## src/router_defs.svh

```systemverilog
`ifndef ROUTER_DEFS_SVH
`define ROUTER_DEFS_SVH

// flit layout, destination field sits in the upper bits
`define ROUTER_FLIT_W 8
`define ROUTER_DEST_W 4

// north, south, east, west, local
`define ROUTER_PORTS 5

// shared fifo depth, keep it a power of two
`define ROUTER_FIFO_DEPTH 4

`endif

```

## src/router_pkg.sv

```systemverilog
`include "router_defs.svh"

package router_pkg;

	// --------------------------------------------------
	// flit and port types
	// --------------------------------------------------

	typedef struct packed {
		logic [`ROUTER_DEST_W-1:0] dest;
		logic [`ROUTER_FLIT_W-`ROUTER_DEST_W-1:0] payload;
	} flit_t;

	// one-hot port mask, bit order as in the index names below
	typedef logic [`ROUTER_PORTS-1:0] dir_t;

	// index into port masks and lane arrays
	typedef logic [$clog2(`ROUTER_PORTS)-1:0] port_idx_t;

	localparam port_idx_t port_north = port_idx_t'(0);
	localparam port_idx_t port_south = port_idx_t'(1);
	localparam port_idx_t port_east = port_idx_t'(2);
	localparam port_idx_t port_west = port_idx_t'(3);
	localparam port_idx_t port_local = port_idx_t'(4);

endpackage

```

## src/flit_fifo.sv

```systemverilog
`timescale 1ns/1ns

`include "router_defs.svh"

module flit_fifo
	import router_pkg::*;
(
	input  logic  clk,
	input  logic  rst_n,
	input  logic  write,
	input  flit_t item_in,
	input  logic  read,
	output flit_t item_out,
	output logic  full,
	output logic  empty
);

	typedef logic [$clog2(`ROUTER_FIFO_DEPTH)-1:0] ptr_t;
	typedef logic [$clog2(`ROUTER_FIFO_DEPTH):0] cnt_t;

	flit_t mem [`ROUTER_FIFO_DEPTH];
	ptr_t wr_ptr;
	ptr_t rd_ptr;
	cnt_t count;
	logic do_write;
	logic do_read;

	assign full = (count == cnt_t'(`ROUTER_FIFO_DEPTH));
	assign empty = (count == '0);

	// writes on full and reads on empty are dropped
	assign do_write = write && !full;
	assign do_read = read && !empty;

	// head entry, valid while not empty
	assign item_out = mem[rd_ptr];

	always_ff @(posedge clk) begin
		if (do_write)
			mem[wr_ptr] <= item_in;
	end

	// pointers wrap on their own, depth is a power of two
	always_ff @(posedge clk) begin
		if (!rst_n) begin
			wr_ptr <= '0;
			rd_ptr <= '0;
			count <= '0;
		end else begin
			if (do_write)
				wr_ptr <= wr_ptr + 1'b1;
			if (do_read)
				rd_ptr <= rd_ptr + 1'b1;
			case ({do_write, do_read})
				2'b10: count <= count + 1'b1;
				2'b01: count <= count - 1'b1;
				default: count <= count;
			endcase
		end
	end

endmodule

```

## src/noc_router.sv

```systemverilog
`timescale 1ns/1ns

`include "router_defs.svh"

// lanes in bit order north, south, east, west, local
module noc_router
	import router_pkg::*;
(
	input  logic                      clk,
	input  logic                      rst_n,
	input  dir_t                      rx_req,
	output dir_t                      rx_ack,
	input  flit_t [`ROUTER_PORTS-1:0] rx_data,
	output dir_t                      tx_req,
	input  dir_t                      tx_ack,
	output flit_t [`ROUTER_PORTS-1:0] tx_data,
	output logic [`ROUTER_DEST_W-1:0] table_addr,
	input  dir_t                      table_data
);

	dir_t rx_full;
	dir_t rx_take;
	flit_t [`ROUTER_PORTS-1:0] rx_items;

	logic fifo_write;
	logic fifo_read;
	logic fifo_full;
	logic fifo_empty;
	flit_t fifo_item_in;
	flit_t fifo_item_out;

	// --------------------------------------------------
	// input ports
	// --------------------------------------------------

	generate
		for (genvar i = 0; i < `ROUTER_PORTS; i++) begin : g_rx
			rx_port rx_port_inst (
				.clk  (clk),
				.rst_n(rst_n),
				.req  (rx_req[i]),
				.ack  (rx_ack[i]),
				.data (rx_data[i]),
				.take (rx_take[i]),
				.full (rx_full[i]),
				.item (rx_items[i])
			);
		end
	endgenerate

	rx_arbiter rx_arbiter_inst (
		.clk      (clk),
		.rst_n    (rst_n),
		.full     (rx_full),
		.items    (rx_items),
		.take     (rx_take),
		.fifo_full(fifo_full),
		.write    (fifo_write),
		.item_in  (fifo_item_in)
	);

	// --------------------------------------------------
	// shared fifo and output side
	// --------------------------------------------------

	flit_fifo flit_fifo_inst (
		.clk     (clk),
		.rst_n   (rst_n),
		.write   (fifo_write),
		.item_in (fifo_item_in),
		.read    (fifo_read),
		.item_out(fifo_item_out),
		.full    (fifo_full),
		.empty   (fifo_empty)
	);

	tx_dispatch tx_dispatch_inst (
		.clk       (clk),
		.rst_n     (rst_n),
		.empty     (fifo_empty),
		.item_out  (fifo_item_out),
		.read      (fifo_read),
		.table_addr(table_addr),
		.table_data(table_data),
		.tx_req    (tx_req),
		.tx_ack    (tx_ack),
		.tx_data   (tx_data)
	);

endmodule

```

## src/rx_arbiter.sv

```systemverilog
`timescale 1ns/1ns

`include "router_defs.svh"

module rx_arbiter
	import router_pkg::*;
(
	input  logic                      clk,
	input  logic                      rst_n,
	input  dir_t                      full,
	input  flit_t [`ROUTER_PORTS-1:0] items,
	output dir_t                      take,
	input  logic                      fifo_full,
	output logic                      write,
	output flit_t                     item_in
);

	port_idx_t ptr;
	port_idx_t sel;
	logic found;

	// --------------------------------------------------
	// round-robin search
	// --------------------------------------------------

	// first full buffer at or after the pointer
	always_comb begin
		int idx;
		found = 1'b0;
		sel = ptr;
		for (int k = 0; k < `ROUTER_PORTS; k++) begin
			idx = (int'(ptr) + k) % `ROUTER_PORTS;
			if (!found && full[idx]) begin
				found = 1'b1;
				sel = port_idx_t'(idx);
			end
		end
	end

	// take and fifo write happen in the same cycle
	assign write = found && !fifo_full;
	assign take = write ? (dir_t'(1) << sel) : '0;
	assign item_in = items[sel];

	// --------------------------------------------------
	// pointer update
	// --------------------------------------------------

	// next search starts after the port just served
	always_ff @(posedge clk) begin
		if (!rst_n)
			ptr <= port_north;
		else if (write)
			ptr <= (sel == port_local) ? port_north : sel + 1'b1;
	end

endmodule

```

## src/rx_port.sv

```systemverilog
`timescale 1ns/1ns

module rx_port
	import router_pkg::*;
(
	input  logic  clk,
	input  logic  rst_n,
	input  logic  req,
	output logic  ack,
	input  flit_t data,
	input  logic  take,
	output logic  full,
	output flit_t item
);

	logic load;

	// req may still carry the old flit right after an ack
	assign load = req && !full && !ack;

	// handshake and buffer state
	always_ff @(posedge clk) begin
		if (!rst_n) begin
			ack <= 1'b0;
			full <= 1'b0;
		end else begin
			ack <= load;
			if (load)
				full <= 1'b1;
			else if (take)
				full <= 1'b0;
		end
	end

	// holding register
	always_ff @(posedge clk) begin
		if (load)
			item <= data;
	end

endmodule

```

## src/tx_dispatch.sv

```systemverilog
`timescale 1ns/1ns

`include "router_defs.svh"

module tx_dispatch
	import router_pkg::*;
(
	input  logic                      clk,
	input  logic                      rst_n,
	input  logic                      empty,
	input  flit_t                     item_out,
	output logic                      read,
	output logic [`ROUTER_DEST_W-1:0] table_addr,
	input  dir_t                      table_data,
	output dir_t                      tx_req,
	input  dir_t                      tx_ack,
	output flit_t [`ROUTER_PORTS-1:0] tx_data
);

	typedef enum logic {
		st_idle,
		st_send
	} state_t;

	state_t state;
	flit_t flit_q;
	dir_t dir_q;

	// --------------------------------------------------
	// route lookup and pop
	// --------------------------------------------------

	// table answers in the same cycle
	assign table_addr = item_out.dest;

	// pop only from idle, one flit in flight
	assign read = (state == st_idle) && !empty;

	always_ff @(posedge clk) begin
		if (read) begin
			flit_q <= item_out;
			dir_q <= table_data;
		end
	end

	// --------------------------------------------------
	// output handshake
	// --------------------------------------------------

	// req only on the routed lane, data on all lanes
	assign tx_req = (state == st_send) ? dir_q : '0;
	assign tx_data = {`ROUTER_PORTS{flit_q}};

	always_ff @(posedge clk) begin
		if (!rst_n) begin
			state <= st_idle;
		end else begin
			case (state)
				st_idle: begin
					if (read)
						state <= st_send;
				end
				st_send: begin
					// back to idle once the chosen lane acks
					if (|(tx_ack & dir_q))
						state <= st_idle;
				end
				default: state <= st_idle;
			endcase
		end
	end

endmodule
```

## config.mk

```make
export PLATFORM = sky130hd
export DESIGN_NAME = noc_router
export DESIGN_NICKNAME = d
export VERILOG_FILES = /design/src/router_pkg.sv /design/src/flit_fifo.sv /design/src/noc_router.sv /design/src/rx_arbiter.sv /design/src/rx_port.sv /design/src/tx_dispatch.sv
export VERILOG_INCLUDE_DIRS = /design/src
export SDC_FILE = /design/constraint.sdc
export NUM_CORES = 1
export LEC_CHECK = 0
export BUFFER_PORTS_ARGS = -buffer_cell sky130_fd_sc_hd__buf_4
export CORE_ASPECT_RATIO = 0.5
export CORE_MARGIN = 4
export CORE_UTILIZATION = 57
export DETAILED_ROUTE_END_ITERATION = 12
export GPL_TIMING_DRIVEN = 1
export PLACE_DENSITY = 0.81
export SYNTH_ARGS = -nofsm -noshare
export SYNTH_HDL_FRONTEND = slang
export SYNTH_HIERARCHICAL = 1
export SYNTH_SLANG_ARGS = --single-unit
```

## constraint.sdc

```tcl
create_clock -name clk -period 8.4 [get_ports clk]
set_clock_uncertainty 0.1 [all_clocks]
set_input_delay 0.42 -clock clk [delete_from_list [all_inputs] [get_ports clk]]
set_output_delay 0.42 -clock clk [all_outputs]
set_load 0.1 [all_outputs]
```

# [Word level (Yosys, flattened, before mapping)]
# Memories as Yosys holds them, arrays and structs flattened. A register that Yosys moved wholly into a read port is not among the register bits.
# Index checks and enable logic that the tools add are counted.
[totals] reg_bits=74 ram_bits=32 n_memories=1
[mem_list] memory="flit_fifo_inst.mem" words=4 width=8 rd=1 rd_clocked_by_memory_dff=1 write_ports=1 line_no="flit_fifo.sv:21" source="flit_t mem [`ROUTER_FIFO_DEPTH];"
[op_classes] add_sub_neg=9 div=5 order_cmp=6 n_eq_ne=4 shift=1 mux=48 bitwise_logic=2 n_reduce_logical=42
[ops] op="$lt A32 B5 Y1 const B" count=5
[ops] op="$mod A32 B4 Y32 const B" count=4
[ops] op="$mod A4 B4 Y32 const B" count=1
[ops] op="$mux W1" count=29
[ops] op="$bmux W8 S3" count=1
[ops] op="$logic_and A1 B1 Y1" count=18
[ops] op="$mux W3" count=6
[ops] op="$logic_not A1 Y1" count=16
[ops] op="$bmux W1 S3" count=5
[ops] op="$reduce_bool A2 Y1" count=6
[ops] op="$mux W5" count=2
[ops] op="$add A3 B2 Y4 const B" count=2
[ops] op="$mux W8" count=1
[ops] op="$add A3 B1 Y3 const B" count=2
[ops] op="$eq A3 B3 Y1 const B" count=2
[ops] op="$pmux W3 S2" count=1
[ops] op="$and A5 B5 Y5" count=1
[ops] op="$reduce_or A5 Y1" count=1
[ops] op="$shl A1 B3 Y5 const A" count=1
[ops] op="$add A2 B1 Y2 const B" count=2
[ops] op="$add A3 B1 Y4 const B" count=1
[ops] op="$add A3 B3 Y4 const B" count=1
[ops] op="$lt A3 B4 Y1 const B" count=1
[ops] op="$mux W2" count=2
[ops] op="6 further kinds" count=6

# [Longest topological paths before layout]
# Gate-level depths: netlist of run 1.
[depth] depth_word=21 ltp_mapped=28 depth_no_buf=24

# [Hierarchy]
# Netlist of run 1, hierarchy kept.
[by_module_without_submodules] mod="rx_arbiter" n_inst=1 cells_per_inst=295 area_each_um2=2275.9
[by_module_without_submodules] mod="flit_fifo" n_inst=1 cells_per_inst=96 area_each_um2=1644.1
[by_module_without_submodules] mod="rx_port" n_inst=5 cells_per_inst=14 area_each_um2=319.1
[by_module_without_submodules] mod="tx_dispatch" n_inst=1 cells_per_inst=61 area_each_um2=762.0

# [Worst setup path before layout of run 1]
# No wires, ideal clock.
[synth_path] kind="reg2reg" from="register rx_arbiter_inst.ptr[0]" to="register flit_fifo_inst.count[2]" arrival_ns=5.839 slack_ns=2.391 path_stages_with_launch=29 n_path_buf=5 period_less_slack_ns=6.009 cell_sequence="dfxtp_1 buf_4 buf_1 clkinv_1 ha_1 buf_4 inv_1 ha_1 or3b_2 o22ai_1 or2_2 ha_1 nand2b_1 o2111ai_1 and3_1 buf_4 a311oi_1 o21ai_1 and3_4 a21oi_1 nor2b_1 buf_2 inv_2 ha_1 inv_1 fa_1 xor2_1 or3_1 a21boi_1"
[synth_between] elab_chain_len=21
[synth_lines] item="start, declared" line_no="rx_arbiter.sv:18" source="port_idx_t ptr;"
[synth_lines] item="start signal, assigned" line_no="rx_arbiter.sv:52" source="ptr <= port_north;"
[synth_lines] item="start signal, assigned" line_no="rx_arbiter.sv:54" source="ptr <= (sel == port_local) ? port_north : sel + 1'b1;"
[synth_lines] item="parallel branches: the longest is 16 deep, another holds $mod A32 B4 Y32"
[synth_lines] item="$mux W1 (*)" line_no="rx_arbiter.sv:33" source="if (!found && full[idx]) begin"
[synth_lines] item="$logic_and A1 B1 Y1 (*)" line_no="rx_arbiter.sv:41" source="assign write = found && !fifo_full;"
[synth_lines] item="net fifo_write" line_no="noc_router.sv:25" source="logic fifo_write;"
[synth_lines] item="$logic_and A1 B1 Y1 (*)" line_no="flit_fifo.sv:32" source="assign do_write = write && !full;"
[synth_lines] item="$eq A2 B1 Y1 / $eq A2 B2 Y1 (equally long branches)" line_no="flit_fifo.sv:54" source="case ({do_write, do_read})"
[synth_lines] item="$pmux W3 S2 / $reduce_bool A2 Y1 (equally long branches)"
[synth_lines] item="end signal, assigned" line_no="flit_fifo.sv:55" source="2'b10: count <= count + 1'b1;"
[synth_lines] item="end signal, assigned" line_no="flit_fifo.sv:56" source="2'b01: count <= count - 1'b1;"
[synth_lines] item="end signal, assigned" line_no="flit_fifo.sv:57" source="default: count <= count;"
[synth_lines] item="end, declared" line_no="flit_fifo.sv:24" source="cnt_t count;"
# Mark *: on every way through the listed nets, which the timed path passes. The select of a mux whose other input is x is not followed.
# A chain may end at the register's enable or synchronous reset.

==> run summary, run 1 <==
WHS -> 0.1501 ns
Critical Path Start Type -> flop
Unrepaired setup endpoints after global routing -> no
Register clock-pin slew on the reported worst setup and hold paths -> 0.07 ns
Vias in the first global route -> 4167
Number of port buffers -> 110
Largest net degree at the start of global routing -> 34
Share of cells above drive strength 1 -> 31.31%
Critical path class -> reg -> reg
R2R depth -> 19
Most frequent cells in the layout -> buf_4 (115), edfxtp_1 (85), nand2_1 (31)
Min Tclk post-route -> 6.470 ns
Number of synthesized flops with an enable pin -> 85
DRC -> 0
R2r endpoint -> flit_fifo_inst/mem[2][2]
CP peak stage delay -> 0.71 ns
Final Slew Violations -> 0
DP HPWL -> 9.611 mm
CTS Buf Count -> 9
HP Class -> in -> reg
Reg2Reg Setup Slack -> 1.93 ns
Final worst slack -> 1.930 ns
Max-cap violations -> 0
Multi-input logic area -> 2775 µm²
WL final -> 13.18 mm
Full die area -> 12860 µm²
TNS Setup -> 0 ns
Drt first pass iters -> 4
Ranking of synthesized cells by area -> edfxtp_1 (41%), dfxtp_1 (7.3%), ha_1 (5.8%), buf_4 (4.8%), mux4_2 (4.3%)
Core area -> 10480 µm²
Initial antenna violation count -> 0
DRT antenna net count -> 0
Worst Path Arrival -> 6.44 ns
Async set or reset register ratio after synthesis -> 0%
# nets final -> 677
Total GRT Usage -> 20.45%
Hold EP -> g_rx[1].rx_port_inst/item[0]
Synth Cell Area -> 6277 µm²
Share of the synthesized area in the top cell type -> 40.66%
Placer Congestion -> 0.9607
WL per Instance -> 17.96 µm
Syn_nets -> 610
Synth Instances -> 522
Status -> finished clean
Endpoint type of the worst setup path -> flop
# IOs -> 111
Die X -> 156.4 µm
Data required time at the worst endpoint -> 8.37 ns
Hold violation total from the final report -> 0
Worst hold start -> rx_data[8]
Max Freq -> 0.1546 GHz
Relative slew margins -> 23.19%
Area Growth Syn to Fin -> 14.67%
Seq/Total Area, Yosys -> 48.00%
Hold depth -> 1
Clock Latency Late Sink -> 0.34 ns
Worst Tran Pin Value -> 1.144 ns
Post-cts gate resize count -> 0
CTS Root Buffer Type -> clkbuf_16
Setup violators final -> 0
Worst path slowest cell -> ha_1
GR Overflow Total -> 0
Fin crit share -> 77.02%
Clock tree sinks -> 108
DR vias -> 4322
Vias per inst -> 5.888
Post-cts hold buffer count -> 0
Pre-CTS setup slack -> 2.060 ns
Commonest non-fill, non-tap cell in the layout -> buf_4
Post-CTS Repair Setup Buffers -> 0
Die Y -> 82.21 µm
Mapped Avg Cell Area -> 12.03 µm²
Worst-path maximum fanout -> 18
Iter 0 DRT Violations -> 254
Post-synth top area cell -> edfxtp_1
Synth Warn # -> 6
FF+latch area -> 3013 µm²
Top FF cell, synth -> edfxtp_1
Crit-path cells -> inv_1 -> ha_1 -> inv_1 -> ha_1 -> or3b_2 -> o22ai_1 -> or2_2 -> ha_1 -> nand2b_1 -> o2111ai_1 -> and3_1 -> a311oi_1 -> o21ai_1 -> nand2_1 -> mux2i_1 -> o22ai_4 -> buf_4 -> mux2_2 -> a221o_1
First-pass GRT wire length -> 20.75 mm
Top cell by count, worst path -> ha_1
Antenna diodes -> 0
Synthesized flop and latch total -> 108
CTS tree -> yes
Rows -> 26
# fillers -> 764
Starting Density -> 59.93%
Max H-tree Level -> 3
Longest Clk Path Bufs -> 2
R2R Path Start -> rx_arbiter_inst/ptr[1]
Synth cell types -> 80
## layer usage
metal | share of wire, % | track usage (%)
met1 | 41 | 24.92
met2 | 51 | 37.95
met3 | 6.5 | 3.644
met4 | 1.2 | 5.974
met5 | 0 | 0
## cell type report
type	instances	share of cell area [%]
inverters	25	1.304
multi-input cells	330	38.55
well taps	140	2.434
clock buffers	9	3.129
repair buffers	115	11.99
clock inverters	7	0.7301
flip-flops and latches	108	41.86
## logic make-up after synthesis
| family | synth area share [%] |
|---|---|
| buf+inv | 7.793 |
| mux | 10.11 |
| xor+xnor | 0.9767 |
| fa+ha+maj | 6.578 |
| simple gates | 13.12 |
| flops | 48.00 |
| compound gates | 13.43 |
## metrics by stage
stage / instance area, µm² / std cells / util, %
global placement: 6920 / 718 / 66.07
global route: 7198 / 734 / 68.72
finish: 7198 / 734 / 68.72
CTS: 7198 / 734 / 68.72
floorplan: 6277 / 522 / -
detailed placement: 6920 / 718 / 66.07
## worst max-delay path: cells and delay by family (launching register included)
family / cells / cell delay (ns)
AO/OA/AOI/OAI: 6 / 1.67
buffers and inverters: 3 / 0.85
AND/OR/NAND/NOR: 5 / 1.29
multiplexers: 2 / 0.52
adder cells (fa/ha/maj): 3 / 1.14
flip-flops: 1 / 0.58
## registers in the layout (all words and copies together) (netlist names), named ones only
| name | flops |
|---|---|
| g_rx.rx_port_inst/item | 40 |
| flit_fifo_inst/mem | 32 |
| tx_dispatch_inst/tx_data | 8 |
| g_rx.rx_port_inst/ack | 5 |
| g_rx.rx_port_inst/full | 5 |
| tx_dispatch_inst/dir_q | 5 |
| flit_fifo_inst/count | 3 |
| rx_arbiter_inst/ptr | 3 |
| flit_fifo_inst/rd_ptr | 2 |
| flit_fifo_inst/wr_ptr | 2 |
| tx_dispatch_inst/state | 1 |
## worst max path at each step
stage	startpoint	end	slack [ns]	cells after the start
floorplan	rx_arbiter_inst/ptr[0]	flit_fifo_inst/count[2]	2.39	28
global placement	rx_arbiter_inst/ptr[1]	flit_fifo_inst/count[2]	2.37	24
detailed placement	rx_arbiter_inst/ptr[1]	flit_fifo_inst/mem[1][2]	2.06	19
CTS	rx_arbiter_inst/ptr[1]	flit_fifo_inst/mem[2][2]	2.02	19
global route	rx_arbiter_inst/ptr[1]	flit_fifo_inst/count[1]	1.51	23
finish	rx_arbiter_inst/ptr[1]	flit_fifo_inst/mem[2][2]	1.93	19
## cells in the mapped netlist (all sizes together) (12+ instances only)
cell    number
mux2i       21
buf         51
ha          29
and2        22
a21oi       16
nor2b       14
edfxtp      85
inv         24
o21ai       19
dfxtp       23
nor2        20
mux2        13
nand2       31
mux4        12
Power of run 1 is left out: the tool's default activity adds up to more than one toggle a clock period on the data nets, which glitch-free logic cannot reach.
==> run 2: changes to the inputs <==
Settings changed: CORE_UTILIZATION 57 to 51, PLACE_DENSITY 0.81 to 0.77.
Clock period 8.4 ns to 5.95 ns, I/O delays scaled along.
==> run summary, run 2 (synthesized netlist as in run 1, its figures left out) <==
Status -> finished clean
Clock Latency Late Sink -> 0.34 ns (about the same)
R2R depth -> 23 (+4)
Vias per inst -> 5.545 (-5.8%)
Longest Clk Path Bufs -> 2 (unchanged)
Core area -> 11910 µm² (+14%)
Total GRT Usage -> 18.44% (-2.0 points)
Drt first pass iters -> 5 (+1)
R2R Path Start -> rx_arbiter_inst/ptr[1]
# IOs -> 111 (unchanged)
WL final -> 13.05 mm (-1.0%)
Iter 0 DRT Violations -> 331 (+30%)
Setup violators final -> 0 (unchanged)
Placer Congestion -> 0.8443 (-12%)
FF+latch area -> 3013 µm² (unchanged)
Top cell by count, worst path -> ha_1
Relative slew margins -> 57.40% (+34 points)
# fillers -> 935 (+22%)
WL per Instance -> 16.97 µm (-5.5%)
Die Y -> 86.45 µm (+5.2%)
Full die area -> 14260 µm² (+11%)
Post-cts gate resize count -> 0 (unchanged)
Worst hold start -> rx_data[2]
Largest net degree at the start of global routing -> 34 (unchanged)
Register clock-pin slew on the reported worst setup and hold paths -> 0.07 ns (about the same)
Final worst slack -> 0.3081 ns (-1.622 ns)
Share of cells above drive strength 1 -> 32.28% (+0.97 points)
DRT antenna net count -> 0 (unchanged)
Register with the most flip-flops -> g_rx.rx_port_inst/item
Most frequent cells in the layout -> buf_4 (124), edfxtp_1 (85), nand2_1 (31)
Min Tclk post-route -> 5.642 ns (-0.8279 ns)
Data required time at the worst endpoint -> 6.12 ns (-2.25 ns)
Hold violation total from the final report -> 0 (unchanged)
CTS tree -> yes
Vias in the first global route -> 4007 (-3.8%)
Rows -> 28 (+7.7%)
Worst Tran Pin Value -> 0.6302 ns (-0.5138 ns)
TNS Setup -> 0 ns (unchanged)
DR vias -> 4264 (-1.3%)
# nets final -> 687 (+1.5%)
Max-cap violations -> 0 (unchanged)
Initial antenna violation count -> 0 (unchanged)
CP peak stage delay -> 0.43 ns (-0.28 ns)
Hold EP -> g_rx[0].rx_port_inst/item[2]
Clock tree sinks -> 108 (unchanged)
Worst path slowest cell -> ha_1
Number of port buffers -> 110 (unchanged)
Area Growth Syn to Fin -> 16.86%
DRC -> 0 (unchanged)
Worst Path Arrival -> 5.81 ns (-0.63 ns)
Unrepaired setup endpoints after global routing -> no
Commonest non-fill, non-tap cell in the layout -> buf_4
GR Overflow Total -> 0 (unchanged)
Post-CTS Repair Setup Buffers -> 0 (unchanged)
Worst-path maximum fanout -> 10 (-8)
Die X -> 164.9 µm (+5.4%)
Pre-CTS setup slack -> 0.3913 ns (-1.669 ns)
Multi-input logic area -> 2775 µm² (unchanged)
CTS Root Buffer Type -> clkbuf_16
Reg2Reg Setup Slack -> 0.31 ns (-1.62 ns)
HP Class -> in -> reg
Starting Density -> 52.70% (-7.2 points)
Max Freq -> 0.1772 GHz (+15%)
Max H-tree Level -> 3 (unchanged)
DP HPWL -> 9.706 mm (+0.99%)
Critical path class -> reg -> reg
Endpoint type of the worst setup path -> flop
Critical Path Start Type -> flop
First-pass GRT wire length -> 20.40 mm (-1.7%)
Post-cts hold buffer count -> 0 (unchanged)
Hold depth -> 1 (unchanged)
Antenna diodes -> 0 (unchanged)
R2r endpoint -> flit_fifo_inst/count[2]
Final Slew Violations -> 0 (unchanged)
Crit-path cells -> inv_1 -> buf_4 -> ha_1 -> o21ai_0 -> nand2_1 -> xnor2_1 -> ha_1 -> fa_1 -> a21boi_0 -> a32o_1 -> a22o_1 -> a31oi_1 -> and2_1 -> and2_1 -> a21oi_1 -> nor2b_1 -> inv_2 -> ha_1 -> inv_1 -> fa_1 -> xor2_1 -> or3_1 -> a21boi_1
CTS Buf Count -> 9 (unchanged)
Fin crit share -> 94.82% (+18 points)
Number of flip-flops in the largest register -> 40 (unchanged)
==> run 2: cell types whose count changed in the layout (fill, tap and decap cells not counted), sizes merged <==
cell / before / now
clkinvlp: 1 / 2
bufinv: 0 / 1
inv: 25 / 24
clkbuf: 9 / 10
clkinv: 6 / 4
buf: 115 / 125
==> run 2: critical path, delay by kind of cell (launching register included) <==
family	cells	cell delay, ns
AO/OA/AOI/OAI	7	1.76
adder cells (fa/ha/maj)	5	1.54
AND/OR/NAND/NOR	5	1.07
buffers and inverters	4	0.42
flip-flops	1	0.36
XOR/XNOR	2	0.33
==> run 2: layer usage <==
metal  track usage, %  part of all wire (%)  wire, µm  vias up
met1            23.35                    42      5490     2055
li1                 -                     -         -     2070
met2            33.16                    51      6608      131
met4            3.623                  0.76        99        0
met5                0                     0         0        -
met3            3.895                   6.5       848        8
==> run 2: worst max-delay path by stage <==
stage,from,endpoint,depth (start not counted)
floorplan,rx_arbiter_inst/ptr[0],flit_fifo_inst/count[2],28
CTS,rx_arbiter_inst/ptr[1],flit_fifo_inst/count[2],23
detailed placement,rx_arbiter_inst/ptr[1],flit_fifo_inst/count[2],23
finish,rx_arbiter_inst/ptr[1],flit_fifo_inst/count[2],23
global placement,rx_arbiter_inst/ptr[1],flit_fifo_inst/count[2],23
global route,rx_arbiter_inst/ptr[1],flit_fifo_inst/count[2],23
==> run 2: per-stage QoR <==
step                      hold WS (ns)  utilization (%)  instances  instance area [µm²]
after floorplan                 0.2964                -        522                 6279
after global placement          0.3725            59.11        753                 7041
after detailed placement        0.3772            59.11        753                 7041
after CTS                      0.01909            61.59        769                 7336
after global routing          0.009515            61.59        769                 7336
final                          0.02916            61.59        769                 7336
==> run 2: final cells by class <==
class	instances	area share, %
multi-input cells	330	37.83
clock inverters	6	0.9040
well taps	165	2.814
clock buffers	10	3.121
inverters	25	1.296
repair buffers	125	12.96
flip-flops and latches	108	41.07
Power of run 2 is left out for the same reason.
